`config.mk`:
```
export PLATFORM = sky130hd
export DESIGN_NAME = eeprom_ctrl_top
export DESIGN_NICKNAME = d
export VERILOG_FILES = /design/src/hdl/eeprom_pkg.sv /design/src/hdl/i2c_pkg.sv /design/src/hdl/eeprom_cmd_regs.sv /design/src/hdl/eeprom_ctrl_top.sv /design/src/hdl/eeprom_sequencer.sv /design/src/hdl/i2c_bit_engine.sv
export VERILOG_INCLUDE_DIRS = /design/src /design/src/hdl
export SDC_FILE = /design/constraint.sdc
export NUM_CORES = 1
export LEC_CHECK = 0
export ABC_AREA = 1
export BUFFER_PORTS_ARGS = -buffer_cell sky130_fd_sc_hd__clkbuf_2
export CORE_UTILIZATION = 55
export DETAILED_ROUTE_END_ITERATION = 8
export PLACE_DENSITY = 0.83
export SLEW_MARGIN = 20
export SYNTH_ARGS = -nofsm -noshare
export SYNTH_HDL_FRONTEND = slang
export SYNTH_SLANG_ARGS = --single-unit
export TNS_END_PERCENT = 5
```
`constraint.sdc`:
```
create_clock -name CLK -period 4.46 [get_ports CLK]
set_input_delay 0.446 -clock CLK [delete_from_list [all_inputs] [get_ports CLK]]
set_output_delay 0.446 -clock CLK [all_outputs]
set_load 0.005 [all_outputs]
```
`src/hdl/eeprom_settings.svh`:
```
`ifndef EEPROM_SETTINGS_SVH
`define EEPROM_SETTINGS_SVH

// word address width, top three bits are the block select
`define EEPROM_ADDR_W 11

// byte width on the host port and on the bus
`define EEPROM_DATA_W 8

// system clocks per quarter of an SCL period
`define I2C_QUARTER_CLKS 2

// device type code in the upper nibble of the control byte
`define EEPROM_DEV_CODE 4'b1010

`endif

```
`src/hdl/eeprom_pkg.sv`:
```
`default_nettype none

package eeprom_pkg;

    typedef enum logic {
        OP_WRITE = 1'b0,
        OP_READ  = 1'b1
    } host_op_t;

    // one state per bus step of a transaction
    typedef enum logic [3:0] {
        SEQ_IDLE    = 4'd0,
        SEQ_START   = 4'd1,
        SEQ_CTRL_WR = 4'd2,  // control byte, r/w bit low
        SEQ_ADDR    = 4'd3,
        SEQ_DATA    = 4'd4,
        SEQ_RESTART = 4'd5,
        SEQ_CTRL_RD = 4'd6,  // control byte, r/w bit high
        SEQ_READ    = 4'd7,
        SEQ_STOP    = 4'd8
    } seq_state_t;

endpackage

`default_nettype wire

```
`src/hdl/i2c_pkg.sv`:
```
`default_nettype none

package i2c_pkg;

    // byte-level commands accepted by the bit engine
    typedef enum logic [1:0] {
        CMD_START      = 2'd0,  // also used for the repeated start
        CMD_WRITE_BYTE = 2'd1,
        CMD_READ_BYTE  = 2'd2,
        CMD_STOP       = 2'd3
    } bit_cmd_t;

    // bit engine phases
    typedef enum logic [2:0] {
        ENG_IDLE  = 3'd0,
        ENG_START = 3'd1,
        ENG_BYTE  = 3'd2,  // eight data bits
        ENG_ACK   = 3'd3,  // ninth bit
        ENG_STOP  = 3'd4
    } engine_state_t;

endpackage

`default_nettype wire

```
`src/hdl/eeprom_cmd_regs.sv`:
```
`timescale 1ns/1ps
`default_nettype none

`include "eeprom_settings.svh"

module eeprom_cmd_regs (
    input  wire                        CLK,
    input  wire                        RESET,
    input  wire                        wr,
    input  wire                        rd,
    input  wire [`EEPROM_ADDR_W-1:0]   addr,
    input  wire [`EEPROM_DATA_W-1:0]   wdata,
    input  wire                        finish,
    input  wire [`EEPROM_DATA_W-1:0]   read_byte,
    input  wire                        slave_nack,
    output logic                       go,
    output eeprom_pkg::host_op_t       op,
    output logic [`EEPROM_ADDR_W-1:0]  req_addr,
    output logic [`EEPROM_DATA_W-1:0]  req_wdata,
    output logic                       busy,
    output logic                       done,
    output logic [`EEPROM_DATA_W-1:0]  rdata,
    output logic                       nack_err
);

    logic accept;

    assign accept = (wr | rd) & ~busy;  // strobes while busy are dropped

    always_ff @(posedge CLK)
    begin
        if (RESET)
        begin
            go       <= 1'b0;
            busy     <= 1'b0;
            done     <= 1'b0;
            nack_err <= 1'b0;
        end
        else
        begin
            go   <= accept;
            done <= finish;
            if (accept)
                busy <= 1'b1;
            else if (finish)
                busy <= 1'b0;
            if (finish)
                nack_err <= slave_nack;
        end
    end

    always_ff @(posedge CLK)
    begin
        if (accept)
        begin
            op        <= wr ? eeprom_pkg::OP_WRITE : eeprom_pkg::OP_READ;  // wr wins
            req_addr  <= addr;
            req_wdata <= wdata;
        end
        if (finish)
            rdata <= read_byte;
    end

endmodule

`default_nettype wire

```
`src/hdl/eeprom_ctrl_top.sv`:
```
`timescale 1ns/1ps
`default_nettype none

`include "eeprom_settings.svh"

module eeprom_ctrl_top (
    input  wire                       CLK,
    input  wire                       RESET,
    input  wire                       wr,
    input  wire                       rd,
    input  wire [`EEPROM_ADDR_W-1:0]  addr,
    input  wire [`EEPROM_DATA_W-1:0]  wdata,
    input  wire                       sda_in,
    output wire                       busy,
    output wire                       done,
    output wire [`EEPROM_DATA_W-1:0]  rdata,
    output wire                       nack_err,
    output wire                       scl,
    output wire                       sda_low
);

    wire go;
    wire finish;
    wire slave_nack;
    wire eeprom_pkg::host_op_t op;
    wire [`EEPROM_ADDR_W-1:0] req_addr;
    wire [`EEPROM_DATA_W-1:0] req_wdata;
    wire [`EEPROM_DATA_W-1:0] read_byte;
    wire cmd_valid;
    wire cmd_done;
    wire ack_seen;
    wire master_nack;
    wire i2c_pkg::bit_cmd_t cmd;
    wire [`EEPROM_DATA_W-1:0] tx_byte;
    wire [`EEPROM_DATA_W-1:0] rx_byte;

    eeprom_cmd_regs u_regs (
        .CLK(CLK), .RESET(RESET), .wr(wr), .rd(rd), .addr(addr), .wdata(wdata),
        .finish(finish), .read_byte(read_byte), .slave_nack(slave_nack),
        .go(go), .op(op), .req_addr(req_addr), .req_wdata(req_wdata),
        .busy(busy), .done(done), .rdata(rdata), .nack_err(nack_err)
    );

    eeprom_sequencer u_seq (
        .CLK(CLK), .RESET(RESET), .go(go), .op(op), .req_addr(req_addr),
        .req_wdata(req_wdata), .cmd_done(cmd_done), .rx_byte(rx_byte),
        .ack_seen(ack_seen), .cmd_valid(cmd_valid), .cmd(cmd), .tx_byte(tx_byte),
        .master_nack(master_nack), .finish(finish), .read_byte(read_byte),
        .slave_nack(slave_nack)
    );

    i2c_bit_engine u_engine (
        .CLK(CLK), .RESET(RESET), .cmd_valid(cmd_valid), .cmd(cmd), .tx_byte(tx_byte),
        .master_nack(master_nack), .sda_in(sda_in), .cmd_done(cmd_done),
        .rx_byte(rx_byte), .ack_seen(ack_seen), .scl(scl), .sda_low(sda_low)
    );

endmodule

`default_nettype wire

```
`src/hdl/eeprom_sequencer.sv`:
```
`timescale 1ns/1ps
`default_nettype none

`include "eeprom_settings.svh"

module eeprom_sequencer (
    input  wire                        CLK,
    input  wire                        RESET,
    input  wire                        go,
    input  wire eeprom_pkg::host_op_t  op,
    input  wire [`EEPROM_ADDR_W-1:0]   req_addr,
    input  wire [`EEPROM_DATA_W-1:0]   req_wdata,
    input  wire                        cmd_done,
    input  wire [`EEPROM_DATA_W-1:0]   rx_byte,
    input  wire                        ack_seen,
    output logic                       cmd_valid,
    output i2c_pkg::bit_cmd_t          cmd,
    output logic [`EEPROM_DATA_W-1:0]  tx_byte,
    output logic                       master_nack,
    output logic                       finish,
    output logic [`EEPROM_DATA_W-1:0]  read_byte,
    output logic                       slave_nack
);

    eeprom_pkg::seq_state_t state;
    eeprom_pkg::seq_state_t next_state;
    i2c_pkg::bit_cmd_t next_cmd;
    logic [`EEPROM_DATA_W-1:0] next_tx;
    logic [`EEPROM_ADDR_W-`EEPROM_DATA_W-1:0] block;

    assign block = req_addr[`EEPROM_ADDR_W-1:`EEPROM_DATA_W];

    // any missing slave ack jumps straight to stop
    always_comb
    begin
        next_state = state;
        case (state)
            eeprom_pkg::SEQ_IDLE:
                if (go)
                    next_state = eeprom_pkg::SEQ_START;
            eeprom_pkg::SEQ_START:
                if (cmd_done)
                    next_state = eeprom_pkg::SEQ_CTRL_WR;
            eeprom_pkg::SEQ_CTRL_WR:
                if (cmd_done)
                    next_state = ack_seen ? eeprom_pkg::SEQ_ADDR : eeprom_pkg::SEQ_STOP;
            eeprom_pkg::SEQ_ADDR:
                if (cmd_done)
                begin
                    if (!ack_seen)
                        next_state = eeprom_pkg::SEQ_STOP;
                    else if (op == eeprom_pkg::OP_WRITE)
                        next_state = eeprom_pkg::SEQ_DATA;
                    else
                        next_state = eeprom_pkg::SEQ_RESTART;
                end
            eeprom_pkg::SEQ_DATA:
                if (cmd_done)
                    next_state = eeprom_pkg::SEQ_STOP;
            eeprom_pkg::SEQ_RESTART:
                if (cmd_done)
                    next_state = eeprom_pkg::SEQ_CTRL_RD;
            eeprom_pkg::SEQ_CTRL_RD:
                if (cmd_done)
                    next_state = ack_seen ? eeprom_pkg::SEQ_READ : eeprom_pkg::SEQ_STOP;
            eeprom_pkg::SEQ_READ:
                if (cmd_done)
                    next_state = eeprom_pkg::SEQ_STOP;
            eeprom_pkg::SEQ_STOP:
                if (cmd_done)
                    next_state = eeprom_pkg::SEQ_IDLE;
            default:
                next_state = eeprom_pkg::SEQ_IDLE;
        endcase
    end

    // command and byte issued on entry to a state
    always_comb
    begin
        next_cmd = i2c_pkg::CMD_WRITE_BYTE;
        next_tx  = '0;
        case (next_state)
            eeprom_pkg::SEQ_START,
            eeprom_pkg::SEQ_RESTART:
                next_cmd = i2c_pkg::CMD_START;
            eeprom_pkg::SEQ_CTRL_WR:
                next_tx = {`EEPROM_DEV_CODE, block, 1'b0};
            eeprom_pkg::SEQ_ADDR:
                next_tx = req_addr[`EEPROM_DATA_W-1:0];  // low word address
            eeprom_pkg::SEQ_DATA:
                next_tx = req_wdata;
            eeprom_pkg::SEQ_CTRL_RD:
                next_tx = {`EEPROM_DEV_CODE, block, 1'b1};
            eeprom_pkg::SEQ_READ:
                next_cmd = i2c_pkg::CMD_READ_BYTE;
            eeprom_pkg::SEQ_STOP:
                next_cmd = i2c_pkg::CMD_STOP;
            default:
                next_cmd = i2c_pkg::CMD_WRITE_BYTE;
        endcase
    end

    always_ff @(posedge CLK)
    begin
        if (RESET)
        begin
            state      <= eeprom_pkg::SEQ_IDLE;
            cmd_valid  <= 1'b0;
            finish     <= 1'b0;
            slave_nack <= 1'b0;
        end
        else
        begin
            state     <= next_state;
            cmd_valid <= (next_state != state) && (next_state != eeprom_pkg::SEQ_IDLE);
            finish    <= (state == eeprom_pkg::SEQ_STOP) && cmd_done;
            if (go && state == eeprom_pkg::SEQ_IDLE)
                slave_nack <= 1'b0;
            else if (cmd_done && !ack_seen)
                slave_nack <= 1'b1;
        end
    end

    always_ff @(posedge CLK)
    begin
        cmd         <= next_cmd;
        tx_byte     <= next_tx;
        master_nack <= (next_state == eeprom_pkg::SEQ_READ);  // single byte, so always last
        if (state == eeprom_pkg::SEQ_READ && cmd_done)
            read_byte <= rx_byte;
    end

endmodule

`default_nettype wire

```
`src/hdl/i2c_bit_engine.sv`:
```
`timescale 1ns/1ps
`default_nettype none

`include "eeprom_settings.svh"

module i2c_bit_engine (
    input  wire                        CLK,
    input  wire                        RESET,
    input  wire                        cmd_valid,
    input  wire i2c_pkg::bit_cmd_t     cmd,
    input  wire [`EEPROM_DATA_W-1:0]   tx_byte,
    input  wire                        master_nack,
    input  wire                        sda_in,
    output logic                       cmd_done,
    output logic [`EEPROM_DATA_W-1:0]  rx_byte,
    output logic                       ack_seen,
    output logic                       scl,
    output logic                       sda_low
);

    localparam int Q   = `I2C_QUARTER_CLKS;
    localparam int QW  = (Q > 1) ? $clog2(Q) : 1;
    localparam int BW  = $clog2(`EEPROM_DATA_W);
    localparam int MSB = `EEPROM_DATA_W - 1;

    i2c_pkg::engine_state_t state;
    logic [QW-1:0] qcnt;
    logic [1:0] phase;       // quarter within the bit
    logic [BW-1:0] bit_cnt;
    logic [MSB:0] shreg;
    logic reading;
    logic nack_hold;
    logic tick;

    assign tick = (qcnt == QW'(Q - 1));

    // scl is low in quarters 3 and 0, high in 1 and 2
    always_ff @(posedge CLK)
    begin
        if (RESET)
        begin
            state    <= i2c_pkg::ENG_IDLE;
            qcnt     <= '0;
            phase    <= 2'd0;
            scl      <= 1'b1;
            sda_low  <= 1'b0;
            cmd_done <= 1'b0;
        end
        else
        begin
            cmd_done <= 1'b0;
            if (state == i2c_pkg::ENG_IDLE)
            begin
                if (cmd_valid)
                begin
                    qcnt  <= '0;
                    phase <= 2'd0;
                    scl   <= 1'b0;
                    case (cmd)
                        i2c_pkg::CMD_START:
                        begin
                            state   <= i2c_pkg::ENG_START;
                            sda_low <= 1'b0;  // release so SDA is high before it falls
                        end
                        i2c_pkg::CMD_WRITE_BYTE:
                        begin
                            state   <= i2c_pkg::ENG_BYTE;
                            sda_low <= ~tx_byte[MSB];
                        end
                        i2c_pkg::CMD_READ_BYTE:
                        begin
                            state   <= i2c_pkg::ENG_BYTE;
                            sda_low <= 1'b0;
                        end
                        i2c_pkg::CMD_STOP:
                        begin
                            state   <= i2c_pkg::ENG_STOP;
                            sda_low <= 1'b1;
                        end
                    endcase
                end
            end
            else if (!tick)
                qcnt <= qcnt + QW'(1);
            else
            begin
                qcnt  <= '0;
                phase <= phase + 2'd1;
                case (phase)
                    2'd0:
                        scl <= 1'b1;
                    2'd1:
                        // middle of scl high
                        if (state == i2c_pkg::ENG_START)
                            sda_low <= 1'b1;
                        else if (state == i2c_pkg::ENG_STOP)
                            sda_low <= 1'b0;
                    2'd2:
                        if (state != i2c_pkg::ENG_STOP)
                            scl <= 1'b0;  // stop leaves the bus idle with scl high
                    default:
                        case (state)
                            i2c_pkg::ENG_BYTE:
                                if (bit_cnt == BW'(MSB))
                                begin
                                    state   <= i2c_pkg::ENG_ACK;
                                    sda_low <= reading & ~nack_hold;  // our ack after a read
                                end
                                else if (!reading)
                                    sda_low <= ~shreg[MSB-1];
                            default:
                            begin
                                state    <= i2c_pkg::ENG_IDLE;
                                cmd_done <= 1'b1;
                            end
                        endcase
                endcase
            end
        end
    end

    always_ff @(posedge CLK)
    begin
        if (state == i2c_pkg::ENG_IDLE)
        begin
            bit_cnt   <= '0;
            shreg     <= tx_byte;
            reading   <= (cmd == i2c_pkg::CMD_READ_BYTE);
            nack_hold <= master_nack;
            ack_seen  <= 1'b1;  // start and stop have no ack
        end
        else if (tick)
        begin
            if (phase == 2'd1 && state == i2c_pkg::ENG_BYTE && reading)
                shreg <= {shreg[MSB-1:0], sda_in};
            if (phase == 2'd1 && state == i2c_pkg::ENG_ACK)
                ack_seen <= reading | ~sda_in;
            if (phase == 2'd3 && state == i2c_pkg::ENG_BYTE)
            begin
                bit_cnt <= bit_cnt + BW'(1);
                if (!reading)
                    shreg <= {shreg[MSB-1:0], 1'b0};
            end
            if (phase == 2'd3 && state == i2c_pkg::ENG_ACK)
                rx_byte <= shreg;
        end
    end

endmodule

`default_nettype wire

```
==> impl_metrics.yaml <==
floorplan:
  die_area_um2: 7190
  rows: 29
  core_region_area_um2: 6490
  dieHeight_um: 84.8
  die_w_um: 84.8
  initial_utilization_pct: 58.0
  io_pins: 37
logic_synthesis:
  synth_seq_cells: 89
  syn_inst: 372
  syn_area_um2: 3770
  ys_top_cells_by_count: "nand2_1 (58), edfxtp_1 (54), nor2_1 (52), nand3_1 (42)"
  synthTopCellsByArea: "edfxtp_1 (43%), dfxtp_1 (19%), nand2_1 (5.8%)"
  ys_seq_area_share_pct: 61.6
  synth_cell_types: 33
  yosys.cell_count.top_type: "nand2_1"
  syn_area_per_cell_um2: 10.1
  synth_top_area_share_pct: 43.0
  synth_ff_type: "edfxtp_1"
  synthArstFlopShare_pct: 0
  synth_edf_count: 54
  yosysWarningCount: 0
  syn-num-nets: 407
  yosys.area.top_type: "edfxtp_1"
drt:
  wl_per_cell_um: 13.0
  routed_wl_um: 6430
  via_count: 2626
  drc: 1
  avgViaCountPerCell: 5.29
  ant_nets: 0
  dr.first_iter.drc_count: 212
  first_pass_iters: 8
power:
  total_power_uw: 1590
  swShare_pct: 25.5
  power_frac_clock_pct: 31.2
  pwr-share-comb_pct: 8.5
  switchingPower_uw: 405
  cellLeakagePower_uw: 0.00170
  seq_power_share_pct: 60.3
  ir_drop_uv: 345
  internal_power_uw: 1180
  power_density_nw_per_um2: 377
timing:
  fin_crit_sh_pct: 47.2
  setup_violations: 0
  period_minus_slack_ns: 2.10
  worst-slew-pin-transition_ns: 0.678
  finalWorstSetupSlack_ns: 2.36
  clock_skew_ns: 0.00990
  rsz0062_at_grt: "no"
  fin_tns_setup_ns: 0
  finalHoldViolCount: 0
  fmax_mhz: 475
  maxSlewViolCount: 0
  slew_headroom_pct: 54.6
clock_tree:
  ctsResizeCount: 0
  post_cts_buffers: 0
  holdBufCountCts: 0
  htreeDepth: 3
  clock-root-buffer: "clkbuf_8"
  cts_tree: "done"
  path_clk_slew_ns: 0.09
  clk_latency_ns: 0.36
  cts.path.max_buffers: 2
  cts_buffers: 9
  cts_num_sinks: 89
cells_and_area:
  layout.nets: 449
  drive_above_1_share_pct: 20.0
  syn2layout_area_growth_pct: 11.6
  diodes: 0
critical_path:
  worstSetupPathType: "reg -> reg"
  cp_cell_sequence: "nor2_1 > nand2_1 > inv_1 > nor2_1 > inv_1 > o21ai_0 > nand3_1 > nand2_1 > nor2_1"
  cp_max_fo: 21
  ff2ff_path_depth: 9
  path_buf_inv: 2
  cp-start-kind: "register"
  cp.required_ns: 4.72
  worst-r2r-setup-slack_ns: 2.36
  arrival_ns: 2.37
  r2r_end: "u_engine.sda_low"
  critPathTopFamily: "simple AND/OR/NAND/NOR gates"
  r2r-start: "u_engine.state[2]"
  cpPeakStageDelay_ns: 0.48
  worstSetupEndpointType: "register"
  slowest_stage: "nand2_1"
  cp_common_cell: "nor2_1"
placement:
  place.port_buffers: 36
  place_ws_ns: 2.39
  gp_congestion: 0.872
  dp_hpwl_um: 4790
global_route:
  antenna_found_initial: 0
  grt_pass1_wl_um: 10800
  track_usage_pct: 19.4
  grt.overflow.total: 0
  first_global_vias: 2398
  grt_start_max_net_pins: 22
worst_hold_path:
  min_delay_worst_endpoint: "u_regs.req_addr[0]"
  min_path_type: "in -> reg"
  hold_path_startpoint: "addr[0]"
  min_path_cells: 1
job:
  drv_cap: 0
run_status:
  failed_checks: "DRC"
  status: "complete, but fails checks"
-- cell usage in the layout, fill, tap and decap left out, types with 7 or more instances in the layout --
| master | instances |
|---|---|
| dfxtp_1 | 35 |
| inv_1 | 35 |
| nor2_1 | 52 |
| ha_1 | 11 |
| nand3_1 | 42 |
| a21oi_1 | 10 |
| nand2_1 | 58 |
| clkbuf_8 | 9 |
| inv_2 | 7 |
| clkbuf_2 | 36 |
| edfxtp_1 | 54 |
| o21ai_0 | 17 |
-- sequential cells by signal, summed over array words and instances (netlist names), 2 cells and up --
signal,flops
u_seq.cmd,2
u_seq.state,4
u_engine.state,3
u_engine.phase,2
u_regs.rdata,8
u_seq.read_byte,8
u_engine.rx_byte,8
u_engine.bit_cnt,3
u_regs.req_addr,11
u_engine.shreg,8
u_regs.req_wdata,8
u_seq.tx_byte,8
-- final cells by class --
class / instances / area, um2
Sequential cell: 89 / 2320
Tap cell: 77 / 96.3
Timing Repair Buffer: 37 / 188
Clock buffer: 10 / 128
Clock inverter: 6 / 51.3
Multi-Input combinational cell: 234 / 1260
Inverter: 43 / 164
Fill cell: 519 / 2290
-- per-layer routing --
metal | GRT usage, % | vias to the layer above | wire [um]
met5 | 0 | - | 0
met4 | 6.47 | 0 | 85
met3 | 4.23 | 11 | 300
met2 | 32.2 | 76 | 3050
met1 | 25.6 | 1201 | 2990
li1 | - | 1338 | -
-- cell families (layout without fill, tap and decap cells) --
logic type | after synthesis | in the layout | share of synthesized area, %
compound gates | 46 | 46 | 7.47
xor+xnor | 1 | 1 | 0.232
fa+ha+maj | 11 | 11 | 3.65
buf+inv | 49 | 96 | 5.28
flops | 89 | 89 | 61.6
simple gates | 176 | 176 | 21.7
-- worst max-delay path by stage --
stage / cells past startpoint / startpoint / endpoint / slack [ns]
finish: 9 / u_engine.state[2] / u_engine.sda_low / 2.36
global route: 9 / u_engine.state[2] / u_engine.sda_low / 2.14
CTS: 9 / u_engine.state[2] / u_engine.sda_low / 2.38
global placement: 9 / u_engine.state[2] / u_engine.sda_low / 2.49
floorplan: 2 / rd / u_regs.op / 2.69
detailed placement: 9 / u_engine.state[2] / u_engine.sda_low / 2.39
-- per-stage QoR --
step	utilization [%]	cells	area [um2]	hold WS, ns
after global routing	64.8	496	4210	0.245
after global placement	61.9	480	4020	0.402
after CTS	64.6	496	4200	0.245
final	64.8	496	4210	0.258
after floorplan	-	372	3770	0.386
after detailed placement	61.9	480	4020	0.404
-- power by group through the flow --
stage          sequential, uW  combinational [uW]  clock (uW)
2_1_floorplan             968                97.9           0
3_3_place_gp              975                 128           0
3_5_place_dp              976                 132           0
4_1_cts                   957                 133         505
5_1_grt                   963                 152         534
6_report                  957                 134         495
No activity file was read; power rests on OpenSTA's default activity.
